$ cat src/fsqrt_pkg.sv
package fsqrt_pkg;

    // float format.
    localparam int FP_W     = 32;
    localparam int EXP_W    = 8;
    localparam int MAN_W    = 23;
    localparam int EXP_BIAS = 127;

    // coefficient tables, odd exponent covers [1,2), even covers [2,4).
    localparam int ODD_ADDR_W  = 9;
    localparam int ODD_DEPTH   = 512;
    localparam int EVEN_ADDR_W = 10;
    localparam int EVEN_DEPTH  = 1024;

    localparam int LAT_ROM  = 1;
    localparam int LAT_MUL  = 2;
    localparam int LAT_ADD  = 2;
    localparam int SQRT_LAT = LAT_ROM + LAT_MUL + LAT_ADD;

    // flow control.
    localparam int IN_DEPTH    = 4;
    localparam int IN_PTR_W    = 2;
    localparam int OUT_CREDITS = 8;
    localparam int CREDIT_W    = 4;

    // sign, zero flag, halved unbiased exponent.
    localparam int SIDE_W = 2 + EXP_W;
    typedef logic [SIDE_W-1:0] side_t;

endpackage

$ cat src/fsqrt_ctrl.sv
`timescale 1ns/1ps

module fsqrt_ctrl import fsqrt_pkg::*; (
    input  logic            clk,
    input  logic            rstn,
    input  logic            in_valid,
    input  logic [FP_W-1:0] x,
    output logic            in_credit,
    input  logic            out_credit,
    output logic            issue,
    output logic [FP_W-1:0] op,
    output logic            out_valid
);

    logic [FP_W-1:0]     fifo_mem [IN_DEPTH];
    logic [IN_PTR_W-1:0] wr_ptr, rd_ptr;
    logic [IN_PTR_W:0]   fifo_cnt;
    logic [CREDIT_W-1:0] credit_cnt;
    logic [SQRT_LAT-1:0] vld_sr;

    // issue only when downstream room is guaranteed.
    assign issue     = (fifo_cnt != '0) && (credit_cnt != '0);
    assign op        = fifo_mem[rd_ptr];
    assign in_credit = issue;
    assign out_valid = vld_sr[SQRT_LAT-1];

    always_ff @(posedge clk) begin
        if (in_valid) begin
            fifo_mem[wr_ptr] <= x; // upstream credits keep this from overflowing.
        end
    end

    always_ff @(posedge clk) begin
        if (!rstn) begin
            wr_ptr     <= '0;
            rd_ptr     <= '0;
            fifo_cnt   <= '0;
            credit_cnt <= CREDIT_W'(OUT_CREDITS);
            vld_sr     <= '0;
        end else begin
            if (in_valid) begin
                wr_ptr <= wr_ptr + 1'b1;
            end
            if (issue) begin
                rd_ptr <= rd_ptr + 1'b1;
            end
            fifo_cnt   <= fifo_cnt + (IN_PTR_W+1)'(in_valid) - (IN_PTR_W+1)'(issue);
            credit_cnt <= credit_cnt + CREDIT_W'(out_credit) - CREDIT_W'(issue);
            vld_sr     <= {vld_sr[SQRT_LAT-2:0], issue}; // tracks the datapath.
        end
    end

endmodule

$ cat config.mk
export PLATFORM = sky130hd
export DESIGN_NAME = fsqrt_ctrl
export DESIGN_NICKNAME = d
export VERILOG_FILES = /design/src/fsqrt_pkg.sv /design/src/fsqrt_ctrl.sv
export SDC_FILE = /design/constraint.sdc
export NUM_CORES = 1
export LEC_CHECK = 0
export ABC_CLOCK_PERIOD_IN_PS = 1900
export BUFFER_PORTS_ARGS = -buffer_cell sky130_fd_sc_hd__buf_2
export CORE_MARGIN = 1.5
export CORE_UTILIZATION = 50
export CTS_CLUSTER_SIZE = 14
export DETAILED_ROUTE_END_ITERATION = 10
export GPL_ROUTABILITY_DRIVEN = 0
export MAX_ROUTING_LAYER = met4
export PLACE_DENSITY = 0.72
export SETUP_SLACK_MARGIN = 0.05
export SLEW_MARGIN = 0
export SYNTH_ARGS = -nofsm -noshare
export SYNTH_HDL_FRONTEND = slang
export SYNTH_SLANG_ARGS = --single-unit
$ cat constraint.sdc
create_clock -name clk -period 1.9 [get_ports clk]
set_input_delay 0.095 -clock clk [delete_from_list [all_inputs] [get_ports clk]]
set_output_delay 0.095 -clock clk [all_outputs]
set_load 0.05 [all_outputs]
# After elaboration in Yosys (flattened, before gate mapping)
# Memory sizes are Yosys's and may differ from the RTL's. A register that Yosys moved wholly into a read port is not among the register bits.
# Index checks and enable logic that the tools add are counted.
# word_totals
ff_bits,16
ramBits,128
in_bits,36
output_inout_bits,35
mem_count,1
# op_classes
add_sub_neg,6
n_mux,4
n_reduce_logical,3
# memory_table
name,words,width,rd,rd_ports_with_merged_regs,wr,line,rtl
fifo_mem,4,32,1,1,1,fsqrt_ctrl.sv:15,logic [FP_W-1:0] fifo_mem [IN_DEPTH];
# op_table
op,n
$add A2 B1 Y2 const B,2
$add A4 B1 Y4,1
$mux W2,2
$reduce_bool A4 Y1,1
$sub A4 B1 Y4,1
$add A3 B1 Y3,1
$reduce_bool A3 Y1,1
$sub A3 B1 Y3,1
$mux W1,2
$logic_and A1 B1 Y1,1

# Depth between registers and ports, before layout
# Gate-level depths: netlist of the first run.
# logic_depth
ltp_word,4
depth_mapped,11

# Worst setup path after synthesis of the first run
# No wires, ideal clock.
# synth_timing
path_kind,reg-to-reg
from,register credit_cnt[2]
to,register credit_cnt[3]
arrival_time_ps,2005
required_time_ps,1779
setup_slack_ps,-226
path_stages_with_launch,10
period_less_slack_ps,2126
path_cell_list,dfxtp_1 inv_1 ha_1 nor3b_2 nor3_1 inv_1 ha_1 a21o_1 a21oi_1 mux2_2
# synth_between
elab_chain_cells,3
word_cells_on_any_way,4
# synth_rtl
item,line,rtl
start: declaration,fsqrt_ctrl.sv:18,logic [CREDIT_W-1:0] credit_cnt;
start signal: assignment,fsqrt_ctrl.sv:38,credit_cnt <= CREDIT_W'(OUT_CREDITS);
start signal: assignment,fsqrt_ctrl.sv:48,credit_cnt <= credit_cnt + CREDIT_W'(out_credit) - CREDIT_W'(issue);
"parallel branches: the longest is 2 deep, another holds $add A4 B1 Y4",-,
$sub A4 B1 Y4 *,fsqrt_ctrl.sv:48,
# Mark *: on every way between the ends.
# A chain may end at the register's enable or synchronous reset.

==> flow_results.org, run 1 <==
** Outcome
- The run finished, with violations left.
- The final reports fail on setup timing.

** Yosys
- Count of flip-flops with a built-in enable after synthesis :: ~130
- The most used flip-flop cell after synthesis is sky130_fd_sc_hd__edfxtp_1.
- Yosys printed 0 warnings.
- The number of different library cells used by synthesis comes to 28.
- Netlist Area Pre-Place :: 0.00555 mm2
- A synthesized cell averages ~22 um2.
- Counting every instance in the synthesized netlist gives 249.
- In this run, synthesis produced a sequential element count of 146.
- Sequential share of the synthesized area :: 75.7%
- Async set-or-reset flop fraction in the synthesized netlist :: 0%
- Post-synth net total :: 296

** Timing
- Setup repair after global routing could not meet its margin everywhere.
- Based on the critical path, the design can be clocked at up to 0.501 GHz.
- Hold violation total from the final report :: 0
- Measured against its own limit, the worst slew margin works out to 39.5%.
- Ratio of final minimum period to clock period :: 105%
- In the post-route analysis, the smallest setup slack over all paths is -0.0975 ns.
- Min Tclk post-route :: roughly 2.0 ns
- For the pin with the worst max-slew slack, the measured transition is 0.907 ns.
- Number of failing setup endpoints in the final timing report :: 34
- The number of max-slew violations in the final report was 0.
- Post-Route Skew :: 0.00546 ns
- Hold timing on the final database bottoms out at a slack of 0.328 ns.

** Layout
- Antenna cells :: 0
- The finished cells cover 0.00739 mm2.
- After filler insertion, the fill cell instance count of the layout stands at 717.
- Net count, final :: 435
- Fraction of layout cells with a size suffix above 1 :: a little over two fifths
- Growth of design area from synthesis to finish :: 33.1%

** Pwr
- The internal power of the cells totals 7.98 mW.
- Comb power frac :: 39.4%
- Part of the total power dissipated in sequential elements :: 32.8%
- Switch share :: 32.7%
- Across the VDD grid, the largest voltage drop is 0.00119 V.
- Total Power Consumption :: ~12 mW
- Reported leakage power :: between 2 and 3 nW
- In this run the power spent charging and discharging nets is 3.88 mW.
- The clock network burns 27.7% of the power.
- For this design the ratio of total power to cell area is approximately 1600 mW/mm2.

** Setup path
- The number of buffers and inverters on the critical path is 3.
- Critical path depth in cells :: 4
- Slowest cell on the critical path :: sky130_fd_sc_hd__mux4_2
- The critical path in this run is classified as register to primary output.
- Kind of end point of the critical path :: primary output
- Max Fanout on Critical Path :: 8
- Top Family by Delay on Critical Path :: multiplexers
- Data on the critical path is required at its endpoint by 1.80 ns.
- Kind of start point of the critical path :: register
- At the worst endpoint, the arrival time is ~1.9 ns.
- The largest single stage delay on the critical path is 0.55 ns.
- Cells on worst reg2reg path :: 11
- Series of cell instances along the critical path :: buf_12 -> buf_16 -> mux4_2 -> buf_8

** Floorplan
- Core Rows :: 38
- Vertical extent of the die :: 108 um
- Width of the chip :: ~110 um
- CORE AREA :: 0.0108 mm2
- Initial cell density of the core :: 51.2%
- Area enclosed by the die boundary :: 0.0117 mm2
- I/O pins :: 71

** Global routing
- Antenna violations before repair :: 0
- The number of global-route vias before repair was just under 3000.
- Overall Global Routing Usage :: between 10% and 20%
- Entering global routing, the biggest net connects 33 pins.
- Global route total overflow :: 0
- First-pass GRT wire length :: 15800 um

** CTS
- The clock passes through at most 2 buffers.
- Clock latency on the worst-skew pair :: 0.52 ns
- Counting the buffers created by CTS gives 17.
- CTS H-Tree Depth :: 4
- TritonCTS clock tree :: built
- Clock-pin slew on the worst setup and hold paths :: 0.06 ns
- Clock Sinks :: 146
- The cell sitting at the root of the clock tree is a sky130_fd_sc_hd__clkbuf_8.

** Hold path
- Cell depth of the worst hold path :: 2
- The tightest min-delay check is of the input pin to register type.

** Routing
- Dividing the detail-routed wire length by the instance count gives around 19 um.
- Detailed router's first-iteration violation count :: 125
- Total detailed-routing wirelength :: 10200 um
- Antenna violation net count after detailed routing :: 0
- The first detailed-routing pass took 4 iterations.
- Total via count after detailed routing :: 2783
- DRC violations left :: 0
- Vias per cell :: 5.15

** Placement
- Detailed placement finished with a half-perimeter wire length of 5260 um.
- During placement, the flow inserted port buffers numbering 70.
- Post-DP Area :: 0.00614 mm2
- OpenSTA, run right after detailed placement, puts the worst setup slack at -0.148 ns.

** Job
- Across the run, the number of max-cap violations was 0.
## cells by family (layout without fill, tap and decap cells)
logic type / after synthesis / count (layout) / share of synthesized area, %
AO/OA/AOI/OAI: 9 / 9 / 0.992
AND/OR/NAND/NOR: 28 / 28 / 2.91
XOR/XNOR: 3 / 3 / 0.473
flip-flops: 146 / 146 / 75.7
multiplexers: 34 / 34 / 15.3
buffers and inverters: 18 / 169 / 1.89
adder cells (fa/ha/maj): 11 / 11 / 2.75
## cell usage in the layout, fill, tap and decap left out, drive strengths merged
| master | instances |
|---|---|
| a21o | 3 |
| a21oi | 4 |
| and2 | 11 |
| buf | 93 |
| bufinv | 4 |
| clkbuf | 19 |
| clkinv | 6 |
| clkinvlp | 3 |
| dfxtp | 18 |
| dlygate4sd3 | 35 |
| edfxtp | 128 |
| fa | 2 |
| ha | 9 |
| inv | 9 |
| mux2 | 1 |
| mux2i | 1 |
| mux4 | 32 |
| nand2 | 1 |
| nand2b | 1 |
| nor2 | 7 |
| nor3 | 5 |
| nor3b | 1 |
| o21ai | 1 |
| o31ai | 1 |
| or3 | 1 |
| or4 | 1 |
| xnor2 | 1 |
| xor2 | 2 |
## layer usage
layer / global-route usage (%) / up-vias / wire length [um]
li1: - / 1283 / -
met1: 24.6 / 1421 / 4580
met2: 31.8 / 70 / 5210
met3: 4.70 / 9 / 335
met4: 7.05 / 0 / 103
met5: - / - / 0
## sequential cells by signal (all words and copies together) (netlist names), named ones only
signal and count:
credit_cnt 4, fifo_cnt 3, fifo_mem 128, rd_ptr 2, vld_sr 5, wr_ptr 2
## worst register-to-register path, cell delays in order (launching register included)
cell and delay, ns:
sky130_fd_sc_hd__dfxtp_2 0.32, sky130_fd_sc_hd__inv_2 0.04, sky130_fd_sc_hd__ha_2 0.16, sky130_fd_sc_hd__nor3b_4 0.16, sky130_fd_sc_hd__nor3_2 0.19, sky130_fd_sc_hd__a21o_1 0.11
sky130_fd_sc_hd__ha_2 0.16, sky130_fd_sc_hd__inv_2 0.03, sky130_fd_sc_hd__fa_2 0.32, sky130_fd_sc_hd__xor2_1 0.15, sky130_fd_sc_hd__and2_1 0.16, sky130_fd_sc_hd__nor3_2 0.10
## metrics by stage
step           instances  TNS, ns  utilization, %
4_1_cts              538    -2.43            68.0
6_report             540    -1.69            68.1
5_1_grt              540    -3.80            68.1
2_1_floorplan        249   -0.156               -
3_3_place_gp         462   -0.123            56.7
3_5_place_dp         462   -0.297            56.7
## final cells by class
class	count	area (um2)	share of cell area, %
Clock inverter	12	165	2.24
Multi-Input combinational cell	85	1180	16.0
Clock buffer	19	422	5.71
Inverter	10	37.5	0.508
Timing Repair Buffer	128	1190	16.2
Tap cell	140	175	2.37
Sequential cell	146	4210	57.0
## final timing paths
check	startpoint	endpoint	slack [ns]
min	x[27]	fifo_mem[1][27]$_DFFE_PP_	0.33
min reg2reg	vld_sr[3]$_SDFF_PN0_	vld_sr[4]$_SDFF_PN0_	0.44
max reg2reg	credit_cnt[2]$_SDFF_PN0_	fifo_cnt[2]$_SDFF_PN0_	-0.08
max	register	op[0]	-0.1
## power by group through the flow
| stage | clock network [mW] | logic [mW] | registers, mW |
|---|---|---|---|
| 2_1_floorplan | 0 | 2.79 | 3.91 |
| 6_report | 3.29 | 4.68 | 3.90 |
| 5_1_grt | 3.47 | 4.95 | 3.92 |
| 4_1_cts | 3.33 | 4.69 | 3.90 |
| 3_5_place_dp | 0 | 3.54 | 3.93 |
| 3_3_place_gp | 0 | 3.50 | 3.92 |
## timing repair
item	CTS	global route
gates cloned	3	0
pin swaps	3	1
setup endpoints to repair	39	39
hold endpoints to repair	137	0
hold buffers	35	0
gates resized for setup	107	8
buffers inserted	7	3
## cells in the mapped netlist (all sizes together), types with 2 or more instances
cell type  number  area [um2]
fa              2        40.0
nor2            7        26.3
and2           11        68.8
a21o            3        22.5
edfxtp        128        3840
a21oi           4        20.0
inv             9        33.8
mux4           32         826
ha              9         113
xor2            2        17.5
buf             8        67.6
nor3            5        30.0
dfxtp          18         360
Note: power is estimated with default switching activity, not from simulation.
==> run 2: changes to the inputs <==
--- a/config.mk
+++ b/config.mk
@@ -5,7 +5,7 @@
 export SDC_FILE = /design/constraint.sdc
 export NUM_CORES = 1
 export LEC_CHECK = 0
-export ABC_CLOCK_PERIOD_IN_PS = 1900
+export ABC_CLOCK_PERIOD_IN_PS = 2000
 export BUFFER_PORTS_ARGS = -buffer_cell sky130_fd_sc_hd__buf_2
 export CORE_MARGIN = 1.5
 export CORE_UTILIZATION = 50
@@ -13,7 +13,7 @@
 export DETAILED_ROUTE_END_ITERATION = 10
 export GPL_ROUTABILITY_DRIVEN = 0
 export MAX_ROUTING_LAYER = met4
-export PLACE_DENSITY = 0.72
+export PLACE_DENSITY = 0.69
 export SETUP_SLACK_MARGIN = 0.05
 export SLEW_MARGIN = 0
 export SYNTH_ARGS = -nofsm -noshare
==> constraint.sdc (replaced) <==
create_clock -name clk -period 2 [get_ports clk]
set_input_delay 0.1 -clock clk [delete_from_list [all_inputs] [get_ports clk]]
set_output_delay 0.1 -clock clk [all_outputs]
set_load 0.05 [all_outputs]
==> run 2 against run 1 <==
Effect of this change: the run now ends clean; core utilization is 0.37 points lower; power is 5.7% lower; sequential power is 4% lower; first-iteration DRC count is 13% higher; clock skew is 0.0031 ns higher; non-clock buffer count is 8 lower; wire length is 1.9% lower; count of clock-buffer cells in the layout is 2 lower; cell count is 1.3% lower; register-to-register slack better by 0.10 ns; largest cell class unchanged.
==> flow_results.org, run 2 (same netlist as run 1, synthesis figures left out) <==
** Outcome
- The flow ran to the end, and the final reports show no timing, DRC or antenna violations.

** Timing
- Setup repair after global routing could not meet its margin everywhere.
- Post-route worst setup slack :: approximately 0.020 ns
- Highest clock rate :: between 0.5 and 0.6 GHz
- Setup violations remaining at the end of the flow were counted as 0.
- After routing, the total negative slack on setup checks comes to 0 ns.
- Hold violation total from the final report :: 0
- Slew of the pin with the lowest slew margin :: ~0.86 ns
- The worst path uses 99.0% of the clock period.
- Min Tclk post-route :: 1.98 ns
- The clock arrives with ~0.0086 ns of skew.
- Normalized max-slew margin :: 42.3%
- On the final layout, the worst hold slack is between 0.3 and 0.4 ns.
- Count of pins over their slew limit :: 0

** Setup path
- The number of buffers and inverters on the critical path is 2.
- Worst Setup SP :: credit_cnt[2]$_SDFF_PN0_
- Slowest cell on the critical path :: sky130_fd_sc_hd__fa_2
- STA classifies the critical path startpoint as a register.
- Max Fanout on Critical Path :: 4
- The worst register-to-register path begins at credit_cnt[2]$_SDFF_PN0_.
- Data on the critical path is required at its endpoint by 2.40 ns.
- Kind of end point of the critical path :: register
- Critical path's largest stage delay :: 0.34 ns
- Grouping stages by cell kind, the critical path spends the most delay in adder cells.
- The critical path is of the register to register type.
- Walking the worst path, the cells encountered are inv_2 -> ha_4 -> nor3b_4 -> nor3_2 -> a21o_1 -> ha_2 -> inv_2 -> fa_2 -> xor2_1 -> and2_1 -> nor3_2.
- Worst Path Arrival :: around 2.4 ns

** Global routing
- Maximum number of pins on one net before global-route repair :: 33
- Overall Global Routing Usage :: 18.6%
- First-pass GRT wire length :: 15200 um
- Global route total overflow :: 0
- Vias in the first global route :: 2916
- Antenna violations before repair :: 0

** CTS
- Maximum buffer depth of the clock tree :: 2
- CTS H-Tree Depth :: 4
- The later pin in the worst-skew pair is clocked with a latency of slightly above 0.5 ns.
- CTS Buf Count :: 17
- TritonCTS built the clock tree.
- Cell at the root of the clock tree :: sky130_fd_sc_hd__clkbuf_8
- Clock-pin slew on the worst setup and hold paths :: 0.06 ns
- Clock Sinks :: ~150

** Routing
- Across all layers, the routed design uses 2764 vias.
- The detailed router finished its first iteration with 141 violations.
- First-pass detailed-route iteration total :: 4
- Vias per cell :: 5.19
- Routed wire length per instance :: 18.8 um
- The detail route stage leaves a number of antenna-violating nets equal to 0.
- DRC violations left :: 0
- Summed over all layers, the routed wires come to between 10000 and 15000 um.

** Pwr
- For this design the ratio of total power to cell area is 1520 mW/mm2.
- Reported leakage power :: ~2.6 nW
- IR analysis of the VDD net gives a maximum drop of 0.00101 V.
- Total Power Consumption :: 11.2 mW

** Layout
- Most common library cell in the layout ignoring fill and taps :: sky130_fd_sc_hd__edfxtp_1
- In the layout the commonest cells are sky130_fd_sc_hd__edfxtp_1 (128), sky130_fd_sc_hd__buf_2 (38), sky130_fd_sc_hd__dlygate4sd3_1 (35).
- Fraction of layout cells with a size suffix above 1 :: 43.3%
- Filler instances :: 721
- For this run, the share of the core covered by cells in the final layout is 67.8%.
- Multi-input gate area :: 0.00120 mm2
- The largest registers in the layout are fifo_mem: 128 flops, vld_sr: 5 flops, credit_cnt: 4 flops.
- Largest reg by FF count :: fifo_mem
- 0 antenna diodes ended up in the layout.
- Flip-flop count of the largest register, all copies and words added :: 128
- From synthesis to final layout, the design area changed by 32.3%.
- The finished cells cover about 0.0073 mm2.
- For this run, the post-layout net count is 427.
- For this run, the number of standard cells in the final layout without fillers is 533.
- Sequential cell area in the final layout :: 0.00421 mm2

** Floorplan
- Initial cell density of the core :: between 50% and 60%
- Area enclosed by the die boundary :: approximately 0.012 mm2
- 71 I/O pins were placed.
- Width of the chip :: 108 um
- Core Rows :: 38
- The core region is between 0.01 and 0.015 mm2.
- Vertical extent of the die :: 108 um

** Placement
- Pre-CTS WS :: -0.0414 ns
- Summed over all nets, the half-perimeter wirelength after detailed placement is 5580 um.
- Buffers placed on the I/O ports in this run total 70.
- Summing all placed instances gives a cell area of about 0.006 mm2.
- Once placement completed, the tool counted placed cells totaling roughly 460.

** Hold path
- Kind of path behind the tightest hold check :: input pin to register
- In this run the most critical hold path is launched from x[10].

** Job
- Across the run, the number of max-cap violations was 0.
[run 2: power by group]
part	internal (mW)	leakage, nW	switching, mW	total (mW)
logic	1.90	1.01	2.37	4.27
clock network	2.01	0.297	1.15	3.16
registers	3.58	1.33	0.173	3.75
total	7.49	2.64	3.69	11.2
[run 2: path summary, 6_finish.rpt]
path                                     to  slack, ns  cells past startpoint
setup reg to reg     fifo_cnt[2]$_SDFF_PN0_       0.02                     11
setup / recovery     fifo_cnt[2]$_SDFF_PN0_       0.02                     11
hold reg to reg        vld_sr[3]$_SDFF_PN0_       0.44                      1
hold / removal    fifo_mem[2][10]$_DFFE_PP_       0.33                      2
[run 2: worst reg2reg max path: cells and delay by family (launching register included)]
kind / cells / cell delay (ns)
buffers and inverters: 2 / 0.08
AO/OA/AOI/OAI: 1 / 0.11
flip-flops: 1 / 0.32
AND/OR/NAND/NOR: 4 / 0.55
adder cells (fa/ha/maj): 3 / 0.64
XOR/XNOR: 1 / 0.16
[run 2: timing repair]
item,4_1_cts,5_1_grt
hold buffers,35,0
pin swaps,4,6
cloned,1,1
setup endpoints to repair,35,39
gates resized for setup,78,39
setup buffers,2,0
endpoints found under the hold margin,137,0
[run 2: per-layer routing]
layer | GRT usage [%] | vias to the layer above | routed length, um
li1 | - | 1268 | -
met1 | 22.3 | 1417 | 4370
met2 | 30.2 | 67 | 5120
met3 | 5.30 | 12 | 406
met4 | 7.42 | 0 | 144
met5 | - | - | 0
[run 2: layout make-up]
cell class                 instances  area share (%)
clock buffer                      17            5.64
clock inverter                    15            2.59
inverter                          10           0.511
multi-input combinational         85            16.3
sequential                       146            57.3
tap                              140            2.38
timing repair buffer             120            15.2
==> run 3: changes to the inputs <==
--- a/config.mk
+++ b/config.mk
@@ -9,9 +9,9 @@
 export BUFFER_PORTS_ARGS = -buffer_cell sky130_fd_sc_hd__buf_2
 export CORE_MARGIN = 1.5
 export CORE_UTILIZATION = 50
+export CTS_BUF_LIST = sky130_fd_sc_hd__clkbuf_4 sky130_fd_sc_hd__clkbuf_8
 export CTS_CLUSTER_SIZE = 14
 export DETAILED_ROUTE_END_ITERATION = 10
-export GPL_ROUTABILITY_DRIVEN = 0
 export MAX_ROUTING_LAYER = met4
 export PLACE_DENSITY = 0.69
 export SETUP_SLACK_MARGIN = 0.05
==> run 3 against run 2 <==
Effect of this change: combinational power fell by 11%; cell count fell by 0.19%; first-iteration DRC count fell by 15%; clock power fell by 25%; highest routed layer unchanged; critical path type unchanged.
==> flow_results.org, run 3 (same netlist as run 1, synthesis figures left out) <==
** CTS
- TritonCTS clock tree :: built
- Maximum buffer depth of the clock tree :: 2
- Counting the buffers created by CTS gives 17.
- Clock latency on the worst-skew pair :: ~0.42 ns
- The H-tree generated during clock tree synthesis spans 4 levels.
- Cell at the root of the clock tree :: sky130_fd_sc_hd__clkbuf_8
- After clock tree synthesis, the clock-pin slew on the worst setup and hold paths is ~0.080 ns.
- Clock Sinks :: ~150

** Global routing
- Maximum number of pins on one net before global-route repair :: 33
- Global route total overflow :: 0
- Overall Global Routing Usage :: 17.5%
- The number of antenna violations at the first check in global routing is 0.
- The first global-routing pass estimated 14200 um of wire.
- The number of global-route vias before repair came to 2810.

** Layout
- Summing all flip-flop and latch instances after layout gives 0.00421 mm2.
- Net count, final :: 426
- Regs by FF count :: fifo_mem: 128 flops, vld_sr: 5 flops, credit_cnt: 4 flops
- In the final layout, the multi-input gates occupy approximately 0.0012 mm2.
- After filler insertion, the fill cell instance count of the layout stands at 762.
- More flip-flops sit in one register than any other, and that register is fifo_mem.
- Flip-flop count of the largest register, all copies and words added :: 128
- Most common library cell in the layout ignoring fill and taps :: sky130_fd_sc_hd__edfxtp_1
- The post-route netlist has 37.5% of its cells at a drive strength greater than 1.
- Growth of design area from synthesis to finish :: 27.0%
- Leaving out fill and tap cells, the most frequent cells in the layout are sky130_fd_sc_hd__edfxtp_1 (128), sky130_fd_sc_hd__buf_2 (49), sky130_fd_sc_hd__dlygate4sd3_1 (35).
- Fin cells :: 532
- 0 antenna diodes ended up in the layout.

** Setup path
- Setup slack on the worst flop-to-flop path :: 0.03 ns
- The startpoint identified for the worst register-to-register timing path is credit_cnt[3]$_SDFF_PN1_.
- The worst setup path is launched from a register.
- Cells on worst reg2reg path :: 9
- Max Fanout on Critical Path :: 4
- Data arrives at the worst endpoint at 2.29 ns.
- Capture instance of the worst register-to-register path :: credit_cnt[3]$_SDFF_PN1_
- The critical path is of the register to register type.
- Critical path required time :: 2.32 ns
- Kind of end point of the critical path :: register

** Timing
- Setup repair after global routing could not meet its margin everywhere.
- Static timing analysis puts the maximum clock frequency at 0.507 GHz.
- Post-Route Skew :: slightly above 0.009 ns
- Setup violations remaining at the end of the flow were counted as 0.
- Slew of the pin with the lowest slew margin :: 0.878 ns
- Sum of negative setup slack :: 0 ns
- Measured against its own limit, the worst slew margin works out to between 40 and 50%.
- Min Tclk post-route :: just under 2 ns
- Final hold analysis gives a worst-case slack of 0.0253 ns.
- Dividing the final minimum period by the clock period gives a little over nine tenths.
- Count of pins over their slew limit :: 0
- The final-report hold violation count was 0.

** Routing
- The first TritonRoute pass finished after 4 iterations.
- After detailed routing, the number of remaining DRC violations is 0.
- The detailed router finished its first iteration with 120 violations.
- Total via count after detailed routing :: 2734
- In the routed layout, each cell is associated on average with a via count of slightly above 5.
- Total detailed-routing wirelength :: 9270 um
- Antenna violation net count after detailed routing :: 0
- In the final routed layout, each cell accounts on average for 17.4 um.

** Pwr
- Per report_power, the sequential group accounts for 37.5% of the total.
- Total Power Consumption :: 9.90 mW
- Power spread over the standard cell area amounts to between 1000 and 1500 mW/mm2.
- Cell Int Power :: 6.47 mW
- Comb power frac :: between 30 and 40%
- In this run, the clock network consumes a little under a quarter of the power.
- Peak supply drop :: 0.000770 V
- Switch share :: roughly a third
- In this run the power spent charging and discharging nets is 3.43 mW.
- In this run the static leakage power is 2.56 nW.

** Hold path
- Cell depth of the worst hold path :: 3
- The path class of the tightest hold or removal check is input pin to register.
- Sink of the worst hold path :: credit_cnt[0]$_SDFF_PN0_
- In this run the most critical hold path is launched from out_credit.

** Floorplan
- The die covers 0.0117 mm2.
- I/O pins :: around 70
- Width of the chip :: roughly 110 um
- The core region is 0.0108 mm2.
- Row generation in the floorplan step produced 38 rows.
- The initial utilization of the core area, before any placement, comes to 51.2%.
- From bottom edge to top edge, the die measures 108 um.

** Placement
- After legalization and detailed placement, the total HPWL measured 5580 um.
- At the end of routability-driven placement, the weighted congestion stood at 0.664.
- Buffers on Ports :: 70
- Once placement completed, the tool counted placed cells totaling roughly 460.

** Job
- Max-cap violations in this run came to 0.

** Outcome
- Outcome :: finished, final reports clean
-- run 3: cell count changes in the layout (fill, tap and decap cells not counted), sizes merged --
cell  before  now
buf       84   83
-- run 3: cell type report --
| type | instances | area share [%] |
|---|---|---|
| clock buffer | 17 | 3.32 |
| clock inverter | 15 | 2.70 |
| inverter | 10 | 0.532 |
| multi-input combinational | 85 | 17.7 |
| sequential | 146 | 59.7 |
| tap | 140 | 2.48 |
| timing repair buffer | 119 | 13.6 |
-- run 3: critical path: stages, from the launching register on --
cell                      delay [ns]
sky130_fd_sc_hd__dfxtp_1        0.32
sky130_fd_sc_hd__inv_1          0.04
sky130_fd_sc_hd__ha_2           0.17
sky130_fd_sc_hd__nor3b_4        0.16
sky130_fd_sc_hd__nor3_2         0.23
sky130_fd_sc_hd__inv_1          0.07
sky130_fd_sc_hd__ha_1           0.28
sky130_fd_sc_hd__a21o_1         0.16
sky130_fd_sc_hd__a21oi_2        0.13
sky130_fd_sc_hd__mux2_4         0.31
-- run 3: metal layers --
metal  track usage [%]  wire length [um]  vias up
met4              6.48               126        0
met1              20.3              3920     1376
met2              29.0              4810       62
met3              5.42               408       13
met5                 -                 0        -
li1                  -                 -     1283
-- run 3: power groups by stage --
stage | Clock, mW | Combinational [mW] | Sequential (mW)
3_5_place_dp | 0 | 3.36 | 3.79
5_1_grt | 2.54 | 4.05 | 3.74
3_3_place_gp | 0 | 3.30 | 3.78
4_1_cts | 2.43 | 3.57 | 3.70
6_report | 2.38 | 3.81 | 3.71
2_1_floorplan | 0 | 2.65 | 3.72
-- run 3: worst max-delay path by stage --
stage          cells after the start                startpoint                       end  slack, ns
6_report                           9  credit_cnt[3]$_SDFF_PN1_  credit_cnt[3]$_SDFF_PN1_       0.03
5_1_grt                            9  credit_cnt[3]$_SDFF_PN1_  credit_cnt[3]$_SDFF_PN1_      -0.08
4_1_cts                           11  credit_cnt[3]$_SDFF_PN1_    fifo_cnt[2]$_SDFF_PN0_     -0.009
3_5_place_dp                       9  credit_cnt[3]$_SDFF_PN1_  credit_cnt[3]$_SDFF_PN1_      -0.04
3_3_place_gp                       9  credit_cnt[2]$_SDFF_PN0_  credit_cnt[3]$_SDFF_PN1_       0.04
2_1_floorplan                      9  credit_cnt[2]$_SDFF_PN0_  credit_cnt[3]$_SDFF_PN1_       0.02
-- run 3: timing repair --
action	4_1_cts	5_1_grt
buffers inserted	2	0
resized for setup	12	55
setup endpoints to repair	29	21
pin swaps	3	2
hold buffers	35	0
hold endpoints to repair	134	0
cloned	0	1
-- run 3: per-stage QoR --
| step | area (um2) | setup WS (ns) | utilization, % |
|---|---|---|---|
| floorplan | 5570 | 0.0189 | - |
| global placement | 6160 | 0.0412 | 56.8 |
| detailed placement | 6160 | -0.0414 | 56.8 |
| CTS | 6960 | -0.00933 | 64.2 |
| global route | 7050 | -0.0773 | 65.1 |
| finish | 7050 | 0.0268 | 65.1 |
